File: src/bus_settings.svh
`ifndef BUS_SETTINGS_SVH
`define BUS_SETTINGS_SVH

// bus geometry
`define BUS_AW 14
`define BUS_DW 8
`define SLAVE_AW 8
`define NUM_SLAVES 3

// slave 1 is the slow one
`define SLOW_WAIT 3

// cycles from master 1's command to master 2's in the split scenario
`define SPLIT_DELAY 10

`endif
File: src/bus_types_pkg.sv
`include "bus_settings.svh"

package bus_types_pkg;

    // full bus address, bits 13:12 pick the slave
    typedef logic [`BUS_AW-1:0] bus_addr_t;

    // one data byte
    typedef logic [`BUS_DW-1:0] bus_data_t;

    // slave index, value 3 is unmapped
    typedef logic [1:0] slave_sel_t;

    // offset inside one slave memory, bits 11:8 of the address alias
    typedef logic [`SLAVE_AW-1:0] mem_offset_t;

endpackage

File: src/wb_mem_slave.sv
`timescale 1ns/1ns
`include "bus_settings.svh"

module wb_mem_slave #(
    parameter int WAIT_STATES = 0
) (
    input  logic                       clk,
    input  logic                       rst_n,
    input  logic                       cyc,
    input  logic                       stb,
    input  logic                       we,
    input  bus_types_pkg::mem_offset_t adr,
    input  bus_types_pkg::bus_data_t   dat_w,
    output bus_types_pkg::bus_data_t   dat_r,
    output logic                       ack
);
    import bus_types_pkg::*;

    localparam int DEPTH = 1 << `SLAVE_AW;
    localparam int CW    = $clog2(WAIT_STATES + 2);

    bus_data_t       mem [DEPTH];
    logic [CW-1:0]   wait_cnt;

    always_ff @(posedge clk or negedge rst_n) begin
        if (!rst_n) begin
            ack      <= 1'b0;
            wait_cnt <= '0;
            dat_r    <= '0;
            for (int i = 0; i < DEPTH; i++)
                mem[i] <= '0;
        end else if (cyc && stb && !ack) begin
            if (wait_cnt == CW'(WAIT_STATES)) begin
                // ack rises WAIT_STATES + 1 cycles after stb
                ack      <= 1'b1;
                wait_cnt <= '0;
                dat_r    <= mem[adr];
                if (we)
                    mem[adr] <= dat_w;
            end else begin
                wait_cnt <= wait_cnt + 1'b1;
            end
        end else begin
            ack      <= 1'b0;
            wait_cnt <= '0;
        end
    end

endmodule

File: config.mk
export PLATFORM = sky130hd
export DESIGN_NAME = wb_mem_slave
export DESIGN_NICKNAME = d
export VERILOG_FILES = /design/src/bus_types_pkg.sv /design/src/wb_mem_slave.sv
export VERILOG_INCLUDE_DIRS = /design/src /design/src/src
export SDC_FILE = /design/constraint.sdc
export NUM_CORES = 2
export LEC_CHECK = 0
export BUFFER_PORTS_ARGS = -buffer_cell sky130_fd_sc_hd__buf_2
export CORE_ASPECT_RATIO = 1.4
export CORE_MARGIN = 10
export CORE_UTILIZATION = 55
export CTS_CLUSTER_SIZE = 30
export DETAILED_ROUTE_END_ITERATION = 6
export PLACE_DENSITY_LB_ADDON = 0.2
export REMOVE_ABC_BUFFERS = 1
export SYNTH_ARGS = -nofsm -noshare
export SYNTH_HDL_FRONTEND = slang
export SYNTH_SLANG_ARGS = --single-unit
File: constraint.sdc
create_clock -name clk -period 5.9 [get_ports clk]
set_input_delay 0.295 -clock clk [delete_from_list [all_inputs] [get_ports clk]]
set_output_delay 0.295 -clock clk [all_outputs]
set_load 0.02 [all_outputs]
==> reports/metrics.yaml <==
final_layout_size_suffix_gt1_share_pct: 51.2
dr.first_iter.drc_count: 4588
leakage_nw: 49.3
hold_path_class: "in -> async"
p_sw_share_pct: 23.3
routed_wirelength_um: 264000
path_clk_slew_ns: 0.06
setup_viol: 0
place_ws_ns: 1.56
p_clk_share_pct: 44.5
floorplan.initialDensity_pct: 55.3
postCtsResizedCells: 0
cap_viol_max_count: 0
wire_per_inst_um: 31.5
fin_tns_setup_ns: 0
cts_tree: "yes"
max-slew-margin-rel_pct: 3.58
skew_ns: 0.0369
status: "finished, final reports clean"
firstDrtPassIters: 7
hold_viol: 0
nets: 5985
fin_util_pct: 60.6
pwr-share-seq_pct: 49.5
peakVddDrop_v: 0.000377
power.share.combinational_pct: 6.0
final.min_clock_period_ns: 4.35
crit_fanout: 16
vias_per_cell: 6.54
synth-edff-count: 0
antenna_found_initial: 7
clkLatencyLatePin_ns: 0.84
ys_types: 72
std_cell_rows: 179
die_h_um: 510
pin_count: 30
ys_ff_latch: 2057
htree_levels: 4
die-area_um2: 188000
drv_slew: 0
num_vias: 54800
worst_pin_slew_ns: 1.44
grt_pass1_vias: 58000
coreArea_um2: 170000
dpl.hpwl_um: 166000
start_kind: "register"
finalCritPeriodShare_pct: 73.8
area_growth_pct: 9.57
yosysWarningCount: 0
clockBufferDepth: 3
worst_ep_required_time_ns: 6.59
rsz0062_at_grt: "no"
gr-total-overflow: 0
die_w_um: 370
grt_max_degree: 184
internal-power_w: 0.0223
cp-end-kind: "register"
place_congestion: 0.862
postCtsSetupRepairBufs: 0
grt_util_all_layers_pct: 28.2
ant_nets: 0
synth_flop_cell: "dfrtp_1"
grt_pass1_wl_um: 397000
holdWs_ns: 0.125
p_total_w: 0.0291
async_reset_ff_share_pct: 100
holdBufCountCts: 2
io_buffers: 29
finalWorstSetupSlack_ns: 1.55
drc: 0
cts.sinks: 2057
postSynthCellCount: 6075
critPathArrivalTime_ns: 5.05
power_density_nw_per_um2: 282
max_freq_mhz: 230
synth_area_um2: 94200
p_sw_w: 0.00679
critical_path_class: "reg -> reg"
cts-root-buf: "clkbuf_16"
cts_made_buffers: 195
ys_seq_area_share_pct: 54.7
avgSynthCellArea_um2: 15.5
## critical path, cell delays in order (launching register included)
cell	delay, ns
dfrtp_1	0.37
and3b_1	0.70
nand2_1	0.27
nor2_1	0.43
nand2_2	0.94
nor2_1	1.04
mux2_2	0.42
## state kept, by name, indices dropped and copies added (netlist names)
name / flops
ack: 1
mem: 2048
dat_r: 8
## cell type report
type | count | area, um^2
fillers | 12800 | 67000
flip-flops and latches | 2057 | 51500
multi-input cells | 3546 | 40700
clock buffers | 305 | 5930
well taps | 2262 | 2830
repair buffers | 159 | 1630
clock inverters | 46 | 646
inverters | 5 | 20.0
diodes | 4 | 10.0
## power groups by stage
| stage | clock [W] | sequential, W | combinational (W) |
|---|---|---|---|
| 2_1_floorplan | 0 | 0.0146 | 0.000559 |
| 3_5_place_dp | 0 | 0.0147 | 0.00176 |
| 3_3_place_gp | 0 | 0.0147 | 0.00173 |
| 4_1_cts | 0.0131 | 0.0144 | 0.00176 |
| 5_1_grt | 0.0137 | 0.0144 | 0.00186 |
| 6_report | 0.0130 | 0.0144 | 0.00175 |
## path summary, 6_finish.rpt
check	startpoint	endpoint	slack, ns	cells past startpoint
max	ack	mem[91]	1.55	6
min	rst_n	mem[265]	0.13	2
max reg2reg	ack	mem[91]	1.55	6
min reg2reg	mem[1134]	mem[1134]	0.49	1
max in group asynchronous	rst_n	mem[1232]	3.98	3
min in group clk	dat_w[7]	mem[1207]	0.18	2
## synthesized netlist by cell type, types with 13 or more instances
| cell type | n | area (um^2) |
|---|---|---|
| buf_6 | 13 | 146 |
| nor2_2 | 100 | 626 |
| mux2i_1 | 180 | 1800 |
| nor3_1 | 20 | 100 |
| nor2_1 | 143 | 537 |
| a22oi_1 | 65 | 488 |
| a32oi_1 | 14 | 123 |
| mux2_1 | 19 | 214 |
| a21oi_1 | 24 | 120 |
| nand4_1 | 13 | 81.3 |
| buf_2 | 80 | 400 |
| nand3_1 | 37 | 185 |
| mux2_2 | 2048 | 23100 |
| dfrtp_1 | 2057 | 51500 |
| nor2b_1 | 16 | 100 |
| o21ai_0 | 31 | 155 |
| nand2_1 | 173 | 649 |
| mux4_2 | 485 | 10900 |
| a221oi_1 | 13 | 114 |
| clkbuf_1 | 301 | 1130 |
| buf_4 | 47 | 353 |
| buf_1 | 25 | 93.8 |
## stage by stage
stage / cells / instance area (um^2)
2_1_floorplan: 5608 / 92000
3_3_place_gp: 8027 / 96600
3_5_place_dp: 8027 / 96600
4_1_cts: 8380 / 103000
5_1_grt: 8382 / 103000
6_report: 8384 / 103000
## cell usage in the layout, fill, tap and decap left out, drive strengths merged, types with 9 or more instances in the layout
cell type     n
a31oi         9
nand2       183
mux2       2067
clkbuf      313
a22oi        66
mux2i       180
a221oi       13
nor3         23
o211ai       12
nand2b       12
mux4        485
o21ai        37
o22ai        11
a21oi        24
nand4        13
a32oi        14
clkinv       28
buf         149
bufinv       15
dfrtp      2057
nor2        243
o2111ai      10
nor2b        16
nand3        37
## logic make-up (layout without fill, tap and decap cells)
family,after synthesis,after routing,synth area share [%]
AND/OR/NAND/NOR,559,559,2.85
buffers and inverters,472,515,2.29
multiplexers,2732,2732,38.2
AO/OA/AOI/OAI,255,255,1.99
other,0,4,0
flip-flops,2057,2057,54.7
## routing by layer
metal / vias up / routed length (um) / GRT usage (%)
met4: 4 / 14300 / 13.1
met5: - / 27 / 0
li1: 22400 / - / -
met1: 30000 / 104000 / 36.1
met2: 1783 / 130000 / 46.6
met3: 641 / 15800 / 5.14
(Power assumes the default switching activity.)
