File: config.mk
export PLATFORM = sky130hd
export DESIGN_NAME = bus_interconnect
export DESIGN_NICKNAME = d
export VERILOG_FILES = /design/src/bus_types_pkg.sv /design/src/bus_interconnect.sv
export VERILOG_INCLUDE_DIRS = /design/src /design/src/src
export SDC_FILE = /design/constraint.sdc
export NUM_CORES = 1
export LEC_CHECK = 0
export BUFFER_PORTS_ARGS = -buffer_cell sky130_fd_sc_hd__buf_4
export CELL_PAD_IN_SITES_DETAIL_PLACEMENT = 2
export CELL_PAD_IN_SITES_GLOBAL_PLACEMENT = 2
export CORE_MARGIN = 8
export CORE_UTILIZATION = 12
export DETAILED_ROUTE_END_ITERATION = 12
export PLACE_DENSITY_LB_ADDON = 0.1
export RECOVER_POWER = 100
export SLEW_MARGIN = 30
export SYNTH_ARGS = -nofsm -noshare
export SYNTH_HDL_FRONTEND = slang
export SYNTH_SLANG_ARGS = --single-unit
export TNS_END_PERCENT = 10
File: constraint.sdc
create_clock -name clk -period 2.2 [get_ports clk]
set_input_delay 0.44 -clock clk [delete_from_list [all_inputs] [get_ports clk]]
set_output_delay 0.44 -clock clk [all_outputs]
set_load 0.02 [all_outputs]
File: src/bus_settings.svh
`ifndef BUS_SETTINGS_SVH
`define BUS_SETTINGS_SVH

// bus geometry
`define BUS_AW 14
`define BUS_DW 8
`define SLAVE_AW 8
`define NUM_SLAVES 3

// slave 1 is the slow one
`define SLOW_WAIT 3

// cycles from master 1's command to master 2's in the split scenario
`define SPLIT_DELAY 10

`endif
File: src/bus_types_pkg.sv
`include "bus_settings.svh"

package bus_types_pkg;

    // full bus address, bits 13:12 pick the slave
    typedef logic [`BUS_AW-1:0] bus_addr_t;

    // one data byte
    typedef logic [`BUS_DW-1:0] bus_data_t;

    // slave index, value 3 is unmapped
    typedef logic [1:0] slave_sel_t;

    // offset inside one slave memory, bits 11:8 of the address alias
    typedef logic [`SLAVE_AW-1:0] mem_offset_t;

endpackage

File: src/bus_interconnect.sv
`timescale 1ns/1ns
`include "bus_settings.svh"

module bus_interconnect (
    input  logic                        clk,
    input  logic                        rst_n,
    // master 1 link
    input  logic                        m1_cyc,
    input  logic                        m1_stb,
    input  logic                        m1_we,
    input  bus_types_pkg::bus_addr_t    m1_adr,
    input  bus_types_pkg::bus_data_t    m1_dat_w,
    output bus_types_pkg::bus_data_t    m1_dat_r,
    output logic                        m1_ack,
    output logic                        m1_err,
    // master 2 link
    input  logic                        m2_cyc,
    input  logic                        m2_stb,
    input  logic                        m2_we,
    input  bus_types_pkg::bus_addr_t    m2_adr,
    input  bus_types_pkg::bus_data_t    m2_dat_w,
    output bus_types_pkg::bus_data_t    m2_dat_r,
    output logic                        m2_ack,
    output logic                        m2_err,
    // slave links
    output logic [`NUM_SLAVES-1:0]      s_cyc,
    output logic [`NUM_SLAVES-1:0]      s_stb,
    output logic [`NUM_SLAVES-1:0]      s_we,
    output bus_types_pkg::mem_offset_t  s_adr [`NUM_SLAVES],
    output bus_types_pkg::bus_data_t    s_dat_w [`NUM_SLAVES],
    input  bus_types_pkg::bus_data_t    s_dat_r [`NUM_SLAVES],
    input  logic [`NUM_SLAVES-1:0]      s_ack
);
    import bus_types_pkg::*;

    logic       gnt_valid;
    logic       gnt_m2;
    logic       err_q;
    logic       sel_cyc;
    logic       sel_stb;
    logic       sel_we;
    bus_addr_t  sel_adr;
    bus_data_t  sel_dat_w;
    slave_sel_t sel;
    logic       hit;
    logic       slv_ack;
    bus_data_t  slv_dat;

    // granted master onto the shared path
    assign sel_cyc   = gnt_valid && (gnt_m2 ? m2_cyc : m1_cyc);
    assign sel_stb   = gnt_valid && (gnt_m2 ? m2_stb : m1_stb);
    assign sel_we    = gnt_m2 ? m2_we : m1_we;
    assign sel_adr   = gnt_m2 ? m2_adr : m1_adr;
    assign sel_dat_w = gnt_m2 ? m2_dat_w : m1_dat_w;
    assign sel       = slave_sel_t'(sel_adr[`BUS_AW-1 -: 2]);

    always_comb begin
        hit     = 1'b0;
        slv_ack = 1'b0;
        slv_dat = '0;
        for (int i = 0; i < `NUM_SLAVES; i++) begin
            s_cyc[i]   = sel_cyc && (sel == slave_sel_t'(i));
            s_stb[i]   = sel_stb && (sel == slave_sel_t'(i));
            s_we[i]    = sel_we;
            s_adr[i]   = mem_offset_t'(sel_adr[`SLAVE_AW-1:0]);
            s_dat_w[i] = sel_dat_w;
            if (sel == slave_sel_t'(i)) begin
                hit     = 1'b1;
                slv_ack = s_ack[i];
                slv_dat = s_dat_r[i];
            end
        end
    end

    always_ff @(posedge clk or negedge rst_n) begin
        if (!rst_n) begin
            gnt_valid <= 1'b0;
            gnt_m2    <= 1'b0;
            err_q     <= 1'b0;
        end else begin
            // master 1 has priority when the grant is free
            if (!gnt_valid) begin
                if (m1_cyc) begin
                    gnt_valid <= 1'b1;
                    gnt_m2    <= 1'b0;
                end else if (m2_cyc) begin
                    gnt_valid <= 1'b1;
                    gnt_m2    <= 1'b1;
                end
            end else if (!sel_cyc) begin
                gnt_valid <= 1'b0;
            end
            // unmapped access, err one cycle after stb
            err_q <= sel_cyc && sel_stb && !hit && !err_q;
        end
    end

    assign m1_ack   = gnt_valid && !gnt_m2 && slv_ack;
    assign m1_err   = gnt_valid && !gnt_m2 && err_q;
    assign m2_ack   = gnt_valid && gnt_m2 && slv_ack;
    assign m2_err   = gnt_valid && gnt_m2 && err_q;
    assign m1_dat_r = slv_dat;
    assign m2_dat_r = slv_dat;

endmodule

==> flow_summary_export.csv <==
group,metric,value,unit
die,floorplan.initialDensity,12.2,%
grt,grt_usage,8.29,%
clock_tree,cts_inserted_buffers,3,
cells_and_area,final_core_util,22.6,%
timing,finalSetupTns,0,ps
timing,setup_ws,90.4,ps
logic_synthesis,flip_flop_and_latch_count_after_synthesis,3,
clock_tree,clockBufferDepth,2,
placed_design,dp_cells,324,
logic_synthesis,synth_area_leader_cell,"sky130_fd_sc_hd__buf_4",
worst_setup_path,cp-startpoint,"gnt_m2",
logic_synthesis,synth_seq_area_share,7.59,%
route,dr_wl_met3,713,um
cells_and_area,finalNonFillerCells,330,
logic_synthesis,yosys_top_cell_area_share,32.6,%
clock_tree,cts.htree.levels,1,
die,die_w,107,um
timing,final_max_slew_viol_count,0,
worst_setup_path,setup_slack_of_the_worst_register_to_register_path,790,ps
die,die_h,107,um
power_and_ir_drop,power-per-cell-area,864,mW/mm2
clock_tree,clock_sink_count,3,
clock_tree,worst_skew_pair.late_latency,210,ps
worst_setup_path,category_of_the_critical_setup_timing_path,"reg2out",
timing,slew_headroom,80.5,%
logic_synthesis,synth.avg_cell_area,8.53,um2
route,route.antenna.remaining_nets,0,
route,total_via_count_after_detailed_routing,1240,
placed_design,placedInstanceArea,0.00191,mm2
cells_and_area,diodes,0,
worst_setup_path,critical_path.reg2reg.startpoint,"gnt_m2",
route,wl_met2,2640,um
timing,worstMarginPinSlew,294,ps
logic_synthesis,yosysMostFrequentCell,"sky130_fd_sc_hd__buf_4",
timing,unrepaired_setup_endpoints_after_global_routing,"true",
clock_tree,clkSlewWorstSetupHoldPaths,30,ps
worst_setup_path,startpoint_type,"flop",
logic_synthesis,synthesis_warnings,0,
placed_design,place_congestion,0.623,
die,core_area,0.00809,mm2
grt,antenna_found_initial,0,
grt,grt_pass1_vias,1438,
timing,min_period_over_period,95.9,%
logic_synthesis,synth_edf_count,0,
route,drt-vias-per-instance,3.76,
timing,fmax,474,MHz
clock_tree,tritoncts,"done",
route,dr.max_layer_used,"met4",
route,routedWlPerCell,16.0,um
die,die_area,0.0114,mm2
worst_setup_path,critical_path_arrival,1670,ps
die,placementRows,33,
logic_synthesis,post_synthesis_cell_type_count,25,
power_and_ir_drop,power.leakage,0.893,nW
placed_design,place.detailed.hpwl,4620,um
run,max-cap-violations,0,
worst_hold_path,hold_crit_path_type,"in2async",
grt,grt_first_pass_wirelength,7580,um
logic_synthesis,post_synth_inst_count,116,
cells_and_area,num-nets-final,305,
die,num_io_pins,156,
cells_and_area,final_area,0.00183,mm2
route,first_iter_violations,18,
placed_design,pre_cts_ws,126,ps
logic_synthesis,netlist_top_cells_area,"sky130_fd_sc_hd__buf_4 33%, sky130_fd_sc_hd__mux2_2 23%, sky130_fd_sc_hd__mux2i_1 9.1%, sky130_fd_sc_hd__dfrtp_1 7.6%, sky130_fd_sc_hd__o2bb2ai_1 7.1%",
cells_and_area,layout_cells_sized_above_1,56.4,%
cells_and_area,sequential_cell_area,76.3,um2
route,m1WireLength,1870,um
logic_synthesis,synth-async-reset-ratio,100,%
timing,final.setup_skew,2.82,ps
cells_and_area,area_used_by_multi_input_combinational_logic,551,um2
grt,grt_start_max_net_pins,14,
logic_synthesis,ys.flop_type,"sky130_fd_sc_hd__dfrtp_1",
worst_setup_path,critical_path.reg2reg.endpoint,"err_q",
route,routed_wirelength,5270,um
route,route.detailed.drc,0,
logic_synthesis,syn_area,990,um2
cells_and_area,area_growth,84.7,%
power_and_ir_drop,vdd_ir_drop_max,0.190,mV
worst_setup_path,ff2ff_path_depth,4,
cells_and_area,fillers,1008,
worst_setup_path,setup.worst_path.end_class,"primary output",
status,status,"complete, no violations",
timing,finalCriticalPeriod,2110,ps
placed_design,port-buffer-count,147,
logic_synthesis,synth.cells.most_frequent,"43 x sky130_fd_sc_hd__buf_4, 20 x sky130_fd_sc_hd__mux2_2, 9 x sky130_fd_sc_hd__mux2i_1",
route,drtPass1Iterations,2,
timing,finalHoldViolations,0,
worst_setup_path,timing.critical_path.fanout_max,8,
clock_tree,clk_root_buffer_cell,"sky130_fd_sc_hd__clkbuf_8",
timing,setup_viol_count_final,0,
worst_setup_path,required,1760,ps
grt,grt.overflow.total,0,
logic_synthesis,syn-num-nets,195,
clock_tree,cts.hold.buffers_added,0,
[worst max path at each step]
stage                  end  cells after the start  slack (ps)
2_1_floorplan  m2_dat_r[2]                      6          90
3_3_place_gp   m1_dat_r[1]                      5         140
3_5_place_dp   m1_dat_r[1]                      5         130
4_1_cts        m1_dat_r[1]                      6          30
5_1_grt        m2_dat_r[2]                      6          -9
6_report       m2_dat_r[7]                      6          90
[final cells by class]
type | instances | area share, %
Clock buffer | 4 | 2.46
Inverter | 1 | 0.205
Multi-Input combinational cell | 63 | 30.1
Sequential cell | 3 | 4.18
Tap cell | 105 | 7.19
Timing Repair Buffer | 154 | 55.9
[report_power, final]
| group | switching [mW] | internal (mW) | total (mW) | leakage, nW |
|---|---|---|---|---|
| combinational | 0.800 | 0.530 | 1.33 | 0.834 |
| clock | 0.0344 | 0.123 | 0.158 | 0.0228 |
| sequential | 0.0229 | 0.0683 | 0.0912 | 0.0360 |
| total | 0.857 | 0.722 | 1.58 | 0.893 |
[logic make-up after synthesis]
family	synth area share (%)
AND/OR/NAND/NOR	10.4
flip-flops	7.59
multiplexers	34.1
buffers and inverters	37.2
AO/OA/AOI/OAI	10.7
[routing by layer]
| layer | track usage (%) | up-vias |
|---|---|---|
| li1 | - | 580 |
| met4 | 2.41 | 0 |
| met1 | 7.71 | 575 |
| met5 | 0 | - |
| met3 | 4.62 | 2 |
| met2 | 15.1 | 83 |
[through the flow]
stage	power (mW)	hold slack, ps
6_report	1.58	35.6
5_1_grt	1.69	40.6
4_1_cts	1.78	9.10
3_5_place_dp	1.58	237
3_3_place_gp	1.58	238
2_1_floorplan	1.14	144
[registers in the layout, indices dropped and copies added, names as in the netlist]
signal     count
err_q          1
gnt_valid      1
gnt_m2         1
[worst max-delay path, stage by stage, from the launching register on]
cell and delay (ps):
sky130_fd_sc_hd__dfrtp_2 430, sky130_fd_sc_hd__mux2i_4 270, sky130_fd_sc_hd__buf_12 150, sky130_fd_sc_hd__and2_1 140, sky130_fd_sc_hd__buf_6 130, sky130_fd_sc_hd__o2bb2ai_1 130
sky130_fd_sc_hd__buf_2 200
[cells in the final DEF, fill, tap and decap left out, drive strengths merged]
cell | Yosys | layout
a21oi | 2 | 2
and2 | 2 | 2
and3 | 1 | 1
buf | 48 | 111
clkbuf | 1 | 47
dfrtp | 3 | 3
inv | 1 | 1
mux2 | 20 | 20
mux2i | 10 | 10
nand2 | 4 | 4
nand2b | 1 | 1
nand3 | 1 | 1
nand4 | 1 | 1
nor2 | 4 | 4
nor2b | 2 | 2
nor3 | 2 | 2
nor4 | 1 | 1
o22a | 1 | 1
o2bb2ai | 8 | 8
o32ai | 1 | 1
o41ai | 1 | 1
or2b | 1 | 1
[what timing repair did]
item                                    CTS  global route
endpoints found under the setup margin   20             9
resized for setup                         2             1
pin swaps                                 0             1
buffers inserted                          2             0
No activity file was read; power rests on OpenSTA's default activity.
