--- config.mk ---
export PLATFORM = sky130hd
export DESIGN_NAME = bus_master_flat
export DESIGN_NICKNAME = d
export VERILOG_FILES = /design/src/bus_types_pkg.sv /design/src/master_cmd_if.sv /design/src/bus_master.sv /design/src/flat_wrapper.sv
export VERILOG_INCLUDE_DIRS = /design/src /design/src/src
export SDC_FILE = /design/constraint.sdc
export NUM_CORES = 1
export LEC_CHECK = 0
export ABC_AREA = 0
export BUFFER_PORTS_ARGS = -buffer_cell sky130_fd_sc_hd__buf_2
export CORE_ASPECT_RATIO = 1.75
export CORE_MARGIN = 4
export CORE_UTILIZATION = 36
export DETAILED_ROUTE_END_ITERATION = 8
export PLACE_DENSITY_LB_ADDON = 0.05
export SETUP_SLACK_MARGIN = 0.05
export SLEW_MARGIN = 40
export SYNTH_ARGS = -nofsm -noshare
export SYNTH_HDL_FRONTEND = slang
export SYNTH_SLANG_ARGS = --single-unit
--- constraint.sdc ---
create_clock -name clk -period 1.85 [get_ports clk]
set_input_delay 0.37 -clock clk [delete_from_list [all_inputs] [get_ports clk]]
set_output_delay 0.37 -clock clk [all_outputs]
set_load 0.005 [all_outputs]
--- src/bus_settings.svh ---
`ifndef BUS_SETTINGS_SVH
`define BUS_SETTINGS_SVH

// bus geometry
`define BUS_AW 14
`define BUS_DW 8
`define SLAVE_AW 8
`define NUM_SLAVES 3

// slave 1 is the slow one
`define SLOW_WAIT 3

// cycles from master 1's command to master 2's in the split scenario
`define SPLIT_DELAY 10

`endif
--- src/bus_types_pkg.sv ---
`include "bus_settings.svh"

package bus_types_pkg;

    // full bus address, bits 13:12 pick the slave
    typedef logic [`BUS_AW-1:0] bus_addr_t;

    // one data byte
    typedef logic [`BUS_DW-1:0] bus_data_t;

    // slave index, value 3 is unmapped
    typedef logic [1:0] slave_sel_t;

    // offset inside one slave memory, bits 11:8 of the address alias
    typedef logic [`SLAVE_AW-1:0] mem_offset_t;

endpackage

--- src/master_cmd_if.sv ---
`timescale 1ns/1ns

interface master_cmd_if;
    import bus_types_pkg::*;

    // command, one-cycle pulse on cmd_valid
    logic      cmd_valid;
    logic      cmd_we;
    bus_addr_t cmd_addr;
    bus_data_t cmd_wdata;

    // result, valid once busy has fallen
    logic      busy;
    bus_data_t rdata;
    logic      err;

    modport ctrl (
        output cmd_valid, cmd_we, cmd_addr, cmd_wdata,
        input  busy, rdata, err
    );

    modport master (
        input  cmd_valid, cmd_we, cmd_addr, cmd_wdata,
        output busy, rdata, err
    );

endinterface

--- src/bus_master.sv ---
`timescale 1ns/1ns

module bus_master (
    input  logic                     clk,
    input  logic                     rst_n,
    master_cmd_if.master             cmd,
    output logic                     cyc,
    output logic                     stb,
    output logic                     we,
    output bus_types_pkg::bus_addr_t adr,
    output bus_types_pkg::bus_data_t dat_w,
    input  bus_types_pkg::bus_data_t dat_r,
    input  logic                     ack,
    input  logic                     err
);
    import bus_types_pkg::*;

    logic active;

    always_ff @(posedge clk or negedge rst_n) begin
        if (!rst_n) begin
            active  <= 1'b0;
            cmd.err <= 1'b0;
        end else if (!active) begin
            if (cmd.cmd_valid) begin
                active  <= 1'b1;
                cmd.err <= 1'b0;
            end
        end else if (ack || err) begin
            // cycle ends, cyc and stb drop on the next edge
            active  <= 1'b0;
            cmd.err <= err;
        end
    end

    // outputs stay frozen while the cycle is open
    always_ff @(posedge clk) begin
        if (!active && cmd.cmd_valid) begin
            we    <= cmd.cmd_we;
            adr   <= cmd.cmd_addr;
            dat_w <= cmd.cmd_wdata;
        end
        if (active && (ack || err) && !we)
            cmd.rdata <= dat_r;
    end

    assign cyc      = active;
    assign stb      = active;
    assign cmd.busy = active;

endmodule

--- src/flat_wrapper.sv ---
// flat-port wrapper written by rule: the top's interface ports become plain ports
module bus_master_flat import bus_types_pkg::*;
  (clk, rst_n, cyc, stb, we, adr, dat_w, dat_r, ack, err, cmd_cmd_valid, cmd_cmd_we, cmd_cmd_addr, cmd_cmd_wdata, cmd_busy, cmd_rdata, cmd_err);
  master_cmd_if cmd_i ();
  input  logic clk;
  input  logic rst_n;
  output logic cyc;
  output logic stb;
  output logic we;
  output bus_types_pkg::bus_addr_t adr;
  output bus_types_pkg::bus_data_t dat_w;
  input  bus_types_pkg::bus_data_t dat_r;
  input  logic ack;
  input  logic err;
  input wire logic [$bits(cmd_i.cmd_valid)-1:0] cmd_cmd_valid;
  input wire logic [$bits(cmd_i.cmd_we)-1:0] cmd_cmd_we;
  input wire logic [$bits(cmd_i.cmd_addr)-1:0] cmd_cmd_addr;
  input wire logic [$bits(cmd_i.cmd_wdata)-1:0] cmd_cmd_wdata;
  output wire logic [$bits(cmd_i.busy)-1:0] cmd_busy;
  output wire logic [$bits(cmd_i.rdata)-1:0] cmd_rdata;
  output wire logic [$bits(cmd_i.err)-1:0] cmd_err;
  assign cmd_i.cmd_valid = cmd_cmd_valid;
  assign cmd_i.cmd_we = cmd_cmd_we;
  assign cmd_i.cmd_addr = cmd_cmd_addr;
  assign cmd_i.cmd_wdata = cmd_cmd_wdata;
  assign cmd_busy = cmd_i.busy;
  assign cmd_rdata = cmd_i.rdata;
  assign cmd_err = cmd_i.err;
  bus_master u_core (.clk(clk), .rst_n(rst_n), .cmd(cmd_i), .cyc(cyc), .stb(stb), .we(we), .adr(adr), .dat_w(dat_w), .dat_r(dat_r), .ack(ack), .err(err));
endmodule
==> results of run 1 <==
-- final cells by class --
type / count / area share [%]
multi-input cells: 8 / 3.94
well taps: 27 / 2.22
flip-flops and latches: 33 / 64.4
clock buffers: 8 / 5.26
repair buffers: 72 / 24.2
-- power by group through the flow --
stage | registers (mW) | logic [mW] | clock network, mW
6_report | 0.891 | 0.131 | 0.479
5_1_grt | 0.896 | 0.147 | 0.538
4_1_cts | 0.892 | 0.135 | 0.501
3_5_place_dp | 0.907 | 0.134 | 0
3_3_place_gp | 0.905 | 0.132 | 0
2_1_floorplan | 0.913 | 0.0363 | 0
-- worst paths after layout --
path	startpoint	endpoint	depth (start not counted)
max	u_core.cmd.busy$_DFF_PN0_	u_core.cmd.rdata[4]$_DFFE_PP_	1
min	cmd_cmd_wdata[6]	u_core.dat_w[6]$_DFFE_PP_	1
max reg2reg	u_core.cmd.busy$_DFF_PN0_	u_core.cmd.rdata[4]$_DFFE_PP_	1
min reg2reg	u_core.cmd.err$_DFFE_PN0P_	u_core.cmd.err$_DFFE_PN0P_	2
max in group asynchronous	rst_n	u_core.cmd.busy$_DFF_PN0_	2
min in group asynchronous	rst_n	u_core.cmd.err$_DFFE_PN0P_	2
-- per-layer routing --
| metal | global-route usage [%] | routed length (microns) | vias to the layer above |
|---|---|---|---|
| met5 | 0 | 0 | - |
| met4 | 4.04 | 0 | 0 |
| met3 | 5.98 | 249 | 0 |
| met2 | 20.4 | 1260 | 45 |
| met1 | 10.4 | 619 | 300 |
| li1 | - | - | 315 |
-- state kept, by name (all words and copies together) (netlist names) --
| signal | flops |
|---|---|
| u_core.adr | 14 |
| u_core.cmd.rdata | 8 |
| u_core.dat_w | 8 |
| u_core.cmd.busy | 1 |
| u_core.cmd.err | 1 |
| u_core.we | 1 |
-- timing repair --
| action | 4_1_cts | 5_1_grt |
|---|---|---|
| hold buffers | 1 | 0 |
| setup buffers | 0 | 0 |
| hold endpoints to repair | 2 | 0 |
-- cell usage in the layout (no fill, tap or decap), drive strengths merged --
cell	n
edfxtp	31
dfrtp	2
nor2	1
nand2b	1
dlygate4sd3	1
a21o	1
buf	71
clkbuf	8
nor2b	3
a2bb2oi	1
nor3b	1
-- cells by family after synthesis --
logic type             Yosys count
AOI/OAI and AO/OA                2
DFF                             33
buffers and inverters            2
and+or+nand+nor                  6
-- stage by stage --
stage                     utilization [%]  power, mW  cells  hold slack (ns)  area [sq um]
after floorplan                         -      0.950     43           0.0744          1060
after global placement               52.0       1.04    139            0.162          1430
after detailed placement             52.0       1.04    139            0.162          1430
after CTS                            55.3       1.53    148            0.259          1520
after global routing                 55.3       1.58    148            0.256          1520
final                                55.3       1.50    148            0.272          1520
==> results.cfg, run 1 <==
[grt]
gr-usage-all-layers_pct = 11.3
grt_pass1_vias = 668
grt_pass1_wl_microns = 3230
overflow = 0
grt_max_degree = 25
antenna_found_initial = 0

[routing]
wire_per_inst_microns = 14.4
routed_wl_microns = 2130
viasPerCell = 4.46
ant_nets = 0
vias = 660
dr.pass1.iters = 4
drtIter0Drc = 8
drc = 0

[synthesis]
postSynthAreaPerCell_sq_um = 24.5
yosys.area_share.simple_pct = 3.92
synth_area_sq_um = 1050
syn-num-nets = 79
synth_fa_ha_area_share_pct = 0
synthMuxAreaShare_pct = 0
async_flop_share_pct = 6.06
synth_edf_count = 31
synthTopCellsByCount = edfxtp_1 (31), nor2b_1 (3), buf_4 (2), dfrtp_1 (2)
synth_area_leader_cell = edfxtp_1
yosysWarnings = 0
yosysMostFrequentCell = edfxtp_1
synth_xor_area_share_pct = 0
syn_inst = 43
ys_ff_latch = 33
synth-seq-area-share_pct = 93.1
yosysUniqueCellTypes = 9
yosysTopAreaCellShare_pct = 88.4
synth_top_family_by_area = simple AND/OR/NAND/NOR gates
synth_compound_area_share_pct = 1.54
synth.area.top_cells = edfxtp_1 (88%), dfrtp_1 (4.8%), nor2b_1 (1.8%)
ys.flop_type = edfxtp_1

[floorplan]
fp.dieH_microns = 79.6
die_w_microns = 48.9
rows = 25
die-area_sq_um = 3890
initial_utilization_pct = 38.3
io_pins = 71
core_sq_um = 2750

[finish]
multiInputGateArea_sq_um = 60.1
regArea_sq_um = 981
nNetsFinal = 156
antenna-diode-count = 0
synthToLayoutAreaGrowth_pct = 44.5
n_fill_cell = 230
drive_gt1_share_pct = 64.5

[timing]
worst_slack_ns = 0.465
hold_viol_final = 0
clock.fmax_mhz = 722
timing.slew.headroom_pct = 59.8
setup_tns_ns = 0
post-route-period-util_pct = 74.8
fin_crit_ns = 1.38
setup_viol = 0
slew_violations = 0
rsz0062_at_grt = no
final.setup_skew_ns = 0.00266
tightest_slew_ns = 0.600

[critical_path]
endpoint_kind = register
critical_path_buf_inv_count = 0
critPathKind = reg -> reg
critPathSlowestCell = nor3b_2
crit_family = simple AND/OR/NAND/NOR gates
cp.arrival_ns = 1.29
crit_chain = nor3b_2
reg2reg_setup_slack_ns = 0.47
required_ns = 1.76
critPathMaxFanout = 8
start_kind = register
max_stage_delay_ns = 0.56

[power_and_ir_drop]
comb_power_share_pct = 8.7
p_int_mw = 1.21
clkPwrFrac_pct = 31.9
power_switching_mw = 0.289
p_seq_share_pct = 59.4
powerDensity_nw_per_um2 = 986
leakagePower_nw = 0.668
max-vdd-ir-drop_mv = 0.655
swShare_pct = 19.3

[clock_tree]
cts_buffers = 5
htreeDepth = 2
clkTransAtPathRegs_ns = 0.06
tritoncts = yes
worstSkewPairLatency_ns = 0.27
cts_root_buf = clkbuf_8
postCtsResizedCells = 0
clockBufferDepth = 2
clock-sinks = 33

[placed_design]
gp_congestion = 0.713
pre_cts_ws_ns = 0.433
port_buffers = 70
hpwl_microns = 1730

[flow_run]
maxCapViolCount = 0

[status]
status = complete, no violations

[min_path]
hold_class = in -> reg
Note: power is estimated with default switching activity, not from simulation.
==> inputs of run 2 (changes only) <==
==> constraint.sdc (replaced) <==
create_clock -name clk -period 1.1 [get_ports clk]
set_input_delay 0.22 -clock clk [delete_from_list [all_inputs] [get_ports clk]]
set_output_delay 0.22 -clock clk [all_outputs]
set_load 0.005 [all_outputs]
==> run 2 against run 1 <==
Die area did not move. Core utilization rose by 3.1 points. Highest routed layer is now met4. Critical endpoint is now stb. Critical path type is now reg -> out. Routed wire length up 3.9%. Critical path depth rose by 1. Via count rose by 3.3%. Hold slack lost 0.15 ns. Non-clock buffer count is 4 higher. Register-to-register slack got worse by 0.50 ns. Clock power grew 64%. Cell count grew 1.4%. Final area rose by 5.6%. Largest cell class unchanged. Sequential power increased by 68%. The flow now finishes with violations (setup timing).
==> results.cfg, run 2 (synthesis results as in run 1) <==
[grt]
gr-usage-all-layers_pct = 11.9
use_met1_pct = 11.6
antenna_found_initial = 0
grt_max_degree = 25
grt-busiest-layer = met2
use_met3_pct = 5.98
grt_pass1_vias = 737
grt_pass1_wl_microns = 3400
grt.met2_usage_pct = 19.9
overflow = 0

[clock_tree]
tritoncts = yes
clock-sinks = 33
htreeDepth = 2
clockBufferDepth = 2
clkTransAtPathRegs_ns = 0.06
cts_buffers = 5
cts_root_buf = clkbuf_8
worstSkewPairLatency_ns = 0.27

[finish]
layout_commonest_cell = buf_2
top_regs = u_core.adr (14), u_core.cmd.rdata (8), u_core.dat_w (8)
most-common-layout-cells = buf_2 (67), edfxtp_1 (31), buf_6 (6)
antenna-diode-count = 0
nNetsFinal = 160
synthToLayoutAreaGrowth_pct = 52.6
top_register = u_core.adr
largest_register_ffs = 14
drive_gt1_share_pct = 69.1
final_core_util_pct = 58.4

[timing]
worst_slack_ns = -0.0386
post-route-period-util_pct = 104
timing.slew.headroom_pct = 83.2
rsz0062_at_grt = yes
hold_slack_ns = 0.120
slew_violations = 0
hold_viol_final = 0
tightest_slew_ns = 0.251
fin_crit_ns = 1.14
setup_viol = 26
final.setup_skew_ns = 0.00194
clock.fmax_mhz = 878

[floorplan]
die-area_sq_um = 3890
fp.dieH_microns = 79.6
initial_utilization_pct = 38.3
io_pins = 71
die_w_microns = 48.9
rows = 25
core_sq_um = 2750

[critical_path]
crit_chain = buf_6, buf_6
critPathSlowestCell = dfrtp_2
reg2reg_setup_slack_ns = -0.03
critical_path_buf_inv_count = 2
cp.arrival_ns = 0.92
max_stage_delay_ns = 0.41
critPathKind = reg -> out
crit_family = flip-flops
required_ns = 0.88
start_kind = register
critPathMaxFanout = 4
crit_top_cell = buf_6
endpoint_kind = output port

[placed_design]
hpwl_microns = 1720
gp_congestion = 0.647
port_buffers = 70

[flow_run]
maxCapViolCount = 0

[power_and_ir_drop]
powerDensity_nw_per_um2 = 1600
leakagePower_nw = 0.707
max-vdd-ir-drop_mv = 1.14

[min_path]
hold_class = in -> reg

[routing]
drc = 0
drtIter0Drc = 16
routed_wl_microns = 2210
ant_nets = 0
dr.pass1.iters = 3
vias = 682
wire_per_inst_microns = 14.7
viasPerCell = 4.55

[status]
violations = setup timing
status = complete, but fails checks
[run 2: path summary, 6_finish.rpt]
| path | from | end | cells past startpoint |
|---|---|---|---|
| min in group asynchronous | rst_n | u_core.cmd.err$_DFFE_PN0P_ | 2 |
| min reg2reg | u_core.cmd.err$_DFFE_PN0P_ | u_core.cmd.err$_DFFE_PN0P_ | 2 |
| max reg2reg | u_core.cmd.busy$_DFF_PN0_ | u_core.dat_w[4]$_DFFE_PP_ | 3 |
| max in group asynchronous | rst_n | u_core.cmd.busy$_DFF_PN0_ | 2 |
| min | dat_r[6] | u_core.cmd.rdata[6]$_DFFE_PP_ | 1 |
| max | u_core.cmd.busy$_DFF_PN0_ | stb | 2 |
[run 2: stage by stage]
stage               power [mW]  instances  setup TNS [ns]  setup slack, ns  cell area (sq um)
floorplan                 1.61         43           -3.48           -0.144               1070
global placement          1.77        141               0           0.0540               1470
detailed placement        1.78        141               0           0.0243               1470
CTS                       2.61        150           -1.19          -0.0489               1600
global route              2.70        150           -1.88          -0.0763               1610
finish                    2.58        150          -0.755          -0.0386               1610
[run 2: area by class of cell]
| cell class | instances | area, sq um |
|---|---|---|
| Tap cell | 27 | 33.8 |
| Fill cell | 229 | 1140 |
| Sequential cell | 33 | 982 |
| Timing Repair Buffer | 76 | 440 |
| Clock buffer | 5 | 68.8 |
| Clock inverter | 1 | 5.00 |
| Multi-Input combinational cell | 8 | 77.6 |
[run 2: power by group]
group	switching, mW	leakage [nW]	total, mW	internal [mW]
Sequential	0.0238	0.315	1.50	1.47
Combinational	0.122	0.352	0.295	0.173
Clock	0.372	0.0399	0.786	0.415
[run 2: worst register-to-register path: stages (launching register included)]
cell and delay, ns:
dfrtp_2 0.41, buf_6 0.12, nor2b_4 0.12, buf_12 0.18
[run 2: repair_timing]
| action | in CTS | in global routing |
|---|---|---|
| gates resized for setup | 5 | 2 |
| pin swaps | 0 | 1 |
| hold buffers | 1 | 0 |
| hold endpoints to repair | 2 | 0 |
| buffers inserted | 2 | 0 |
| setup endpoints to repair | 12 | 38 |
[run 2: layer usage]
layer,routed length (microns),share of wire [%]
met1,762,34
met2,1150,52
met3,266,12
met4,27,1.2
met5,0,0
