`src/bus_settings.svh`:
```
`ifndef BUS_SETTINGS_SVH
`define BUS_SETTINGS_SVH

// bus geometry
`define BUS_AW 14
`define BUS_DW 8
`define SLAVE_AW 8
`define NUM_SLAVES 3

// slave 1 is the slow one
`define SLOW_WAIT 3

// cycles from master 1's command to master 2's in the split scenario
`define SPLIT_DELAY 10

`endif
```
`src/scenario_pkg.sv`:
```
package scenario_pkg;

    // scenario numbers as seen on the start interface
    typedef enum logic [3:0] {
        sc_m1_write    = 4'd1,
        sc_m1_read     = 4'd2,
        sc_m2_write    = 4'd3,
        sc_m2_read     = 4'd4,
        sc_both_write  = 4'd5,
        sc_both_read   = 4'd6,
        sc_m1w_m2r     = 4'd7,
        sc_m1r_m2w     = 4'd8,
        sc_split_write = 4'd9
    } scenario_t;

    // controller FSM
    typedef enum logic [2:0] {
        st_idle,
        st_issue,
        st_delay,
        st_issue2,
        st_wait,
        st_done
    } ctrl_state_t;

endpackage

```
`src/bus_types_pkg.sv`:
```
`include "bus_settings.svh"

package bus_types_pkg;

    // full bus address, bits 13:12 pick the slave
    typedef logic [`BUS_AW-1:0] bus_addr_t;

    // one data byte
    typedef logic [`BUS_DW-1:0] bus_data_t;

    // slave index, value 3 is unmapped
    typedef logic [1:0] slave_sel_t;

    // offset inside one slave memory, bits 11:8 of the address alias
    typedef logic [`SLAVE_AW-1:0] mem_offset_t;

endpackage

```
`src/master_cmd_if.sv`:
```
`timescale 1ns/1ns

interface master_cmd_if;
    import bus_types_pkg::*;

    // command, one-cycle pulse on cmd_valid
    logic      cmd_valid;
    logic      cmd_we;
    bus_addr_t cmd_addr;
    bus_data_t cmd_wdata;

    // result, valid once busy has fallen
    logic      busy;
    bus_data_t rdata;
    logic      err;

    modport ctrl (
        output cmd_valid, cmd_we, cmd_addr, cmd_wdata,
        input  busy, rdata, err
    );

    modport master (
        input  cmd_valid, cmd_we, cmd_addr, cmd_wdata,
        output busy, rdata, err
    );

endinterface

```
`src/scenario_controller.sv`:
```
`timescale 1ns/1ns
`include "bus_settings.svh"

module scenario_controller (
    input  logic                    clk,
    input  logic                    rst_n,
    input  logic                    start,
    input  scenario_pkg::scenario_t scenario,
    input  bus_types_pkg::bus_addr_t m1_addr,
    input  bus_types_pkg::bus_addr_t m2_addr,
    input  bus_types_pkg::bus_data_t m1_wdata,
    input  bus_types_pkg::bus_data_t m2_wdata,
    master_cmd_if.ctrl              m1_cmd,
    master_cmd_if.ctrl              m2_cmd,
    output logic                    busy,
    output logic                    done
);
    import bus_types_pkg::*;
    import scenario_pkg::*;

    localparam int DLY_W = $clog2(`SPLIT_DELAY);

    ctrl_state_t      state;
    ctrl_state_t      state_nx;
    logic [DLY_W-1:0] dly_cnt;
    logic             accept;

    // decoded view of the incoming scenario number
    logic dec_valid;
    logic dec_m1_go;
    logic dec_m1_we;
    logic dec_m2_go;
    logic dec_m2_we;
    logic dec_split;

    // captured at accept
    logic      m1_go;
    logic      m1_we;
    logic      m2_go;
    logic      m2_we;
    logic      split;
    bus_addr_t m1_addr_q;
    bus_addr_t m2_addr_q;
    bus_data_t m1_wdata_q;
    bus_data_t m2_wdata_q;

    always_comb begin
        {dec_valid, dec_m1_go, dec_m1_we, dec_m2_go, dec_m2_we, dec_split} = '0;
        case (scenario)
            sc_m1_write:    {dec_valid, dec_m1_go, dec_m1_we} = 3'b111;
            sc_m1_read:     {dec_valid, dec_m1_go} = 2'b11;
            sc_m2_write:    {dec_valid, dec_m2_go, dec_m2_we} = 3'b111;
            sc_m2_read:     {dec_valid, dec_m2_go} = 2'b11;
            sc_both_write:  {dec_valid, dec_m1_go, dec_m1_we, dec_m2_go, dec_m2_we} = 5'b11111;
            sc_both_read:   {dec_valid, dec_m1_go, dec_m2_go} = 3'b111;
            sc_m1w_m2r:     {dec_valid, dec_m1_go, dec_m1_we, dec_m2_go} = 4'b1111;
            sc_m1r_m2w:     {dec_valid, dec_m1_go, dec_m2_go, dec_m2_we} = 4'b1111;
            sc_split_write: begin
                {dec_valid, dec_m1_go, dec_m1_we, dec_m2_go, dec_m2_we} = 5'b11111;
                dec_split = 1'b1;
            end
            default: dec_valid = 1'b0;
        endcase
    end

    // done shares the cycle with busy low, so a new start is taken there too
    assign accept = start && dec_valid && (state == st_idle || state == st_done);

    always_comb begin
        state_nx = state;
        case (state)
            st_idle, st_done: state_nx = accept ? st_issue : st_idle;
            st_issue:         state_nx = split ? st_delay : st_wait;
            st_delay: begin
                if (dly_cnt == DLY_W'(`SPLIT_DELAY - 2))
                    state_nx = st_issue2;
            end
            st_issue2:        state_nx = st_wait;
            st_wait: begin
                if (!m1_cmd.busy && !m2_cmd.busy)
                    state_nx = st_done;
            end
            default:          state_nx = st_idle;
        endcase
    end

    always_ff @(posedge clk or negedge rst_n) begin
        if (!rst_n) begin
            state   <= st_idle;
            dly_cnt <= '0;
            {m1_go, m1_we, m2_go, m2_we, split} <= '0;
        end else begin
            state <= state_nx;
            if (state == st_delay)
                dly_cnt <= dly_cnt + 1'b1;
            else
                dly_cnt <= '0;
            if (accept)
                {m1_go, m1_we, m2_go, m2_we, split} <=
                    {dec_m1_go, dec_m1_we, dec_m2_go, dec_m2_we, dec_split};
        end
    end

    // operands from the top-level ports
    always_ff @(posedge clk) begin
        if (accept) begin
            m1_addr_q  <= m1_addr;
            m2_addr_q  <= m2_addr;
            m1_wdata_q <= m1_wdata;
            m2_wdata_q <= m2_wdata;
        end
    end

    assign m1_cmd.cmd_valid = (state == st_issue) && m1_go;
    assign m1_cmd.cmd_we    = m1_we;
    assign m1_cmd.cmd_addr  = m1_addr_q;
    assign m1_cmd.cmd_wdata = m1_wdata_q;

    // in the split case master 2 goes out from st_issue2 instead
    assign m2_cmd.cmd_valid = m2_go && ((state == st_issue && !split) || state == st_issue2);
    assign m2_cmd.cmd_we    = m2_we;
    assign m2_cmd.cmd_addr  = m2_addr_q;
    assign m2_cmd.cmd_wdata = m2_wdata_q;

    assign busy = (state != st_idle) && (state != st_done);
    assign done = (state == st_done);

endmodule

```
`src/flat_wrapper.sv`:
```
// flat-port wrapper written by rule: the top's interface ports become plain ports
module scenario_controller_flat import bus_types_pkg::*; import scenario_pkg::*;
  (clk, rst_n, start, scenario, m1_addr, m2_addr, m1_wdata, m2_wdata, busy, done, m1_cmd_cmd_valid, m1_cmd_cmd_we, m1_cmd_cmd_addr, m1_cmd_cmd_wdata, m1_cmd_busy, m1_cmd_rdata, m1_cmd_err, m2_cmd_cmd_valid, m2_cmd_cmd_we, m2_cmd_cmd_addr, m2_cmd_cmd_wdata, m2_cmd_busy, m2_cmd_rdata, m2_cmd_err);
  master_cmd_if m1_cmd_i ();
  master_cmd_if m2_cmd_i ();
  input  logic clk;
  input  logic rst_n;
  input  logic start;
  input  scenario_pkg::scenario_t scenario;
  input  bus_types_pkg::bus_addr_t m1_addr;
  input  bus_types_pkg::bus_addr_t m2_addr;
  input  bus_types_pkg::bus_data_t m1_wdata;
  input  bus_types_pkg::bus_data_t m2_wdata;
  output logic busy;
  output logic done;
  output wire logic [$bits(m1_cmd_i.cmd_valid)-1:0] m1_cmd_cmd_valid;
  output wire logic [$bits(m1_cmd_i.cmd_we)-1:0] m1_cmd_cmd_we;
  output wire logic [$bits(m1_cmd_i.cmd_addr)-1:0] m1_cmd_cmd_addr;
  output wire logic [$bits(m1_cmd_i.cmd_wdata)-1:0] m1_cmd_cmd_wdata;
  input wire logic [$bits(m1_cmd_i.busy)-1:0] m1_cmd_busy;
  input wire logic [$bits(m1_cmd_i.rdata)-1:0] m1_cmd_rdata;
  input wire logic [$bits(m1_cmd_i.err)-1:0] m1_cmd_err;
  output wire logic [$bits(m2_cmd_i.cmd_valid)-1:0] m2_cmd_cmd_valid;
  output wire logic [$bits(m2_cmd_i.cmd_we)-1:0] m2_cmd_cmd_we;
  output wire logic [$bits(m2_cmd_i.cmd_addr)-1:0] m2_cmd_cmd_addr;
  output wire logic [$bits(m2_cmd_i.cmd_wdata)-1:0] m2_cmd_cmd_wdata;
  input wire logic [$bits(m2_cmd_i.busy)-1:0] m2_cmd_busy;
  input wire logic [$bits(m2_cmd_i.rdata)-1:0] m2_cmd_rdata;
  input wire logic [$bits(m2_cmd_i.err)-1:0] m2_cmd_err;
  assign m1_cmd_cmd_valid = m1_cmd_i.cmd_valid;
  assign m1_cmd_cmd_we = m1_cmd_i.cmd_we;
  assign m1_cmd_cmd_addr = m1_cmd_i.cmd_addr;
  assign m1_cmd_cmd_wdata = m1_cmd_i.cmd_wdata;
  assign m1_cmd_i.busy = m1_cmd_busy;
  assign m1_cmd_i.rdata = m1_cmd_rdata;
  assign m1_cmd_i.err = m1_cmd_err;
  assign m2_cmd_cmd_valid = m2_cmd_i.cmd_valid;
  assign m2_cmd_cmd_we = m2_cmd_i.cmd_we;
  assign m2_cmd_cmd_addr = m2_cmd_i.cmd_addr;
  assign m2_cmd_cmd_wdata = m2_cmd_i.cmd_wdata;
  assign m2_cmd_i.busy = m2_cmd_busy;
  assign m2_cmd_i.rdata = m2_cmd_rdata;
  assign m2_cmd_i.err = m2_cmd_err;
  scenario_controller u_core (.clk(clk), .rst_n(rst_n), .start(start), .scenario(scenario), .m1_addr(m1_addr), .m2_addr(m2_addr), .m1_wdata(m1_wdata), .m2_wdata(m2_wdata), .m1_cmd(m1_cmd_i), .m2_cmd(m2_cmd_i), .busy(busy), .done(done));
endmodule
```
`config.mk`:
```
export PLATFORM = sky130hd
export DESIGN_NAME = scenario_controller_flat
export DESIGN_NICKNAME = d
export VERILOG_FILES = /design/src/scenario_pkg.sv /design/src/bus_types_pkg.sv /design/src/master_cmd_if.sv /design/src/scenario_controller.sv /design/src/flat_wrapper.sv
export VERILOG_INCLUDE_DIRS = /design/src /design/src/src
export SDC_FILE = /design/constraint.sdc
export NUM_CORES = 1
export LEC_CHECK = 0
export ABC_AREA = 1
export BUFFER_PORTS_ARGS = -buffer_cell sky130_fd_sc_hd__buf_2
export CORE_ASPECT_RATIO = 0.75
export CORE_UTILIZATION = 48
export CTS_BUF_LIST = sky130_fd_sc_hd__clkbuf_8
export DETAILED_ROUTE_END_ITERATION = 8
export PLACE_DENSITY = 0.95
export RECOVER_POWER = 25
export SETUP_SLACK_MARGIN = 0.15
export SLEW_MARGIN = 20
export SYNTH_ARGS = -nofsm -noshare
export SYNTH_HDL_FRONTEND = slang
export SYNTH_SLANG_ARGS = --single-unit
```
`constraint.sdc`:
```
create_clock -name clk -period 5.98 [get_ports clk]
set_clock_uncertainty 0.2 [all_clocks]
set_input_delay 0.299 -clock clk [delete_from_list [all_inputs] [get_ports clk]]
set_output_delay 0.299 -clock clk [all_outputs]
set_load 0.05 [all_outputs]
```
==> results.md <==
* Final hold vios at 0
* Drt via density at 4.50
* Leak at 1.46 nW
* Post-synthesis instance area at 2030 um^2
* Nets at 361
* Core area at 4050 um^2
* Setup Fix Bufs, Post-CTS at 0
* Arrival @ worst endpoint at 1780 ps
* YS warnings at 0
* VDD IR-drop max at 0.317 mV
* Starting density of the core at 50.2%
* DRT Wirelength at 4950 um
* Worst EP required at 5720 ps
* Setup crit end: u_core.m1_cmd.cmd_wdata[7]
* Final period utilization at 34.1%
* Clock edge transition at the registers on the reported setup and hold paths at 90 ps
* Reg2reg end: u_core.m1_cmd.cmd_wdata[7]
* DRC violations left at 0
* Clk buf depth at 2
* Min Hold Slack at 178 ps
* Most common cell after layout, fill and taps aside: buf_2
* Worst reg2reg startpoint: u_core.state[0]
* Final setup TNS at 0 ps
* Startpoint types: flop
* Die height at 58.4 um
* Netlist cell types at 22
* Max Cap Viol at 0
* Cell Rows at 20
* CTS tree: done
* Clk root buf: clkbuf_8
* Worst slew pin tran at 635 ps
* All-Layer GR Usage at 23.5%
* Wirelength per Cell at 14.4 um
* PD cells at 359 nW/um^2
* Vias after detailed routing at 1,547
* Source of the critical timing path: u_core.state[0]
* Syn avg cell area at 15.3 um^2
* Largest net degree at the start of global routing at 45
* Critical-path cell list: inv_1 -> nand3_1 -> nand2_1 -> inv_2 -> nor2_8 -> nand2_4 -> inv_1 -> buf_4
* CTS Sinks at 56
* Outcome: finished, final reports clean
* Setup violations, final at 0
* I/O Buffers at 102
* TritonRoute pass-1 iters at 4
* Fraction of layout instances using a drive strength above 1 at 41.5%
* Worst setup path class: flop to flop
* Ports at 121
* Yosys reg bits at 56
* Worst skew pair latency at 290 ps
* Overflow after GRT at 0
* Final ANT Viol Nets at 0
* Max_slew headroom at 57.6%
* DR iter-0 viols at 28
* Crit-path slowest cell: buf_4
* Most frequent CP cell: inv_1
* Final core utilization at 78.4%
* Die area at 4510 um^2
* First-pass GRT wire length at 7660 um
* R2R setup slack at 3940 ps
* # fillers at 266
* Hold crit path type: primary input to flop
* Detailed placer's ending HPWL at 3010 um
* Antenna cell count at 0
* GP Congestion at 0.740
* Register area share after synthesis at 79.7%
* Highest-count cells in the layout ignoring fill and taps: buf_2, dlygate4sd3_1, edfxtp_1
* Final min period at 2040 ps
* Number of antenna violations at the first check in global routing at 0
* Peak Freq at 490 MHz
* Cts bufs inserted at 5
* Area Growth Syn to Fin at 56.2%
* H-Tree Depth at 2
* Reg2Reg Depth at 8
* Vias in the first global route at 1,594
* Die width at 77.2 um
* Max FO, Critical Path at 44
* Slowest stage delay, CP at 450 ps
* CP Capture Type: flop
* Max-slew violation count at 0
* Mapped Cells at 133
* Post-cts resize count at 0
* Synth Net Count at 206
* Unrepaired setup endpoints after global routing: false
==> worst min-delay path by stage <==
stage / start / slack (ps) / to / depth (start not counted)
after CTS: m1_cmd_busy / 160 / u_core.state[0] / 4
after detailed placement: rst_n / -10 / u_core.dly_cnt[3] / 1
after floorplan: rst_n / -200 / u_core.dly_cnt[0] / 0
after global routing: m1_cmd_busy / 180 / u_core.state[0] / 4
after global placement: rst_n / -20 / u_core.dly_cnt[3] / 1
final: m1_cmd_busy / 180 / u_core.state[0] / 4
==> critical path: cells and delay by family (launching register included) <==
kind / cells / cell delay, ps
flip-flops: 1 / 400
AND/OR/NAND/NOR: 4 / 370
buffers and inverters: 4 / 690
==> kinds of logic after synthesis <==
group / synth area share [%]
flip-flops: 79.7
AO/OA/AOI/OAI: 1.85
adder cells (fa/ha/maj): 1.23
AND/OR/NAND/NOR: 13.2
XOR/XNOR: 0.861
buffers and inverters: 3.14
==> cells in the mapped netlist <==
cell / count / area [um^2]
edfxtp_1: 44 / 1320
nand2_1: 18 / 67.6
inv_1: 14 / 52.6
dfrtp_1: 12 / 300
nand3_1: 12 / 60.1
nor2_1: 11 / 41.3
inv_2: 3 / 11.3
nand3_2: 3 / 30.0
ha_1: 2 / 25.0
o21ai_0: 2 / 10.0
a21o_1: 1 / 7.51
a21oi_1: 1 / 5.00
a21oi_2: 1 / 8.76
and3b_1: 1 / 8.76
nand2_2: 1 / 6.26
nand2_4: 1 / 11.3
nand3_4: 1 / 17.5
nor2_2: 1 / 6.26
nor2_8: 1 / 20.0
o22ai_1: 1 / 6.26
xnor2_1: 1 / 8.76
xor2_1: 1 / 8.76
==> repair_timing <==
action,4_1_cts,5_1_grt
setup endpoints to repair,0,0
hold buffers,45,0
hold endpoints to repair,56,0
==> cell type report <==
cell class              count  area (um^2)  share of cell area [%]
multi-input cells          60          349                    11.0
flip-flops and latches     56         1620                    51.0
well taps                  55         68.8                    2.17
clock buffers               5         68.8                    2.17
repair buffers            148          967                    30.4
inverters                  17         63.8                    2.01
clock inverters             3         37.5                    1.18
==> through the flow <==
step                std cells  total power [mW]  setup WS [ps]  area [um^2]
finish                    344              1.14           3940         3180
global route              344              1.19           3840         3180
CTS                       344              1.14           3930         3180
detailed placement        291             0.890           3950         2620
global placement          291             0.878           3990         2620
floorplan                 133             0.800           3530         2030
==> where the power goes <==
group | total (mW) | leakage, nW | switching (mW) | internal, mW
registers | 0.517 | 0.563 | 0.0240 | 0.492
logic | 0.390 | 0.846 | 0.293 | 0.0969
clock network | 0.233 | 0.0532 | 0.111 | 0.122
==> metal layers <==
metal  track usage, %  wire [um]  vias up
li1                 -          -      765
met4             6.74         89        0
met2             48.9       2890       59
met1             23.3       1770      715
met5                0          0        -
met3             5.58        204        8
==> flip-flops by register name, indices dropped and copies added (netlist names) <==
signal / cells
u_core.m1_go: 1
u_core.m2_cmd.cmd_we: 1
u_core.m2_cmd.cmd_wdata: 8
u_core.m2_go: 1
u_core.m2_cmd.cmd_addr: 14
u_core.m1_cmd.cmd_wdata: 8
u_core.state: 3
u_core.split: 1
u_core.dly_cnt: 4
u_core.m1_cmd.cmd_we: 1
u_core.m1_cmd.cmd_addr: 14
No activity file was read; power rests on OpenSTA's default activity.
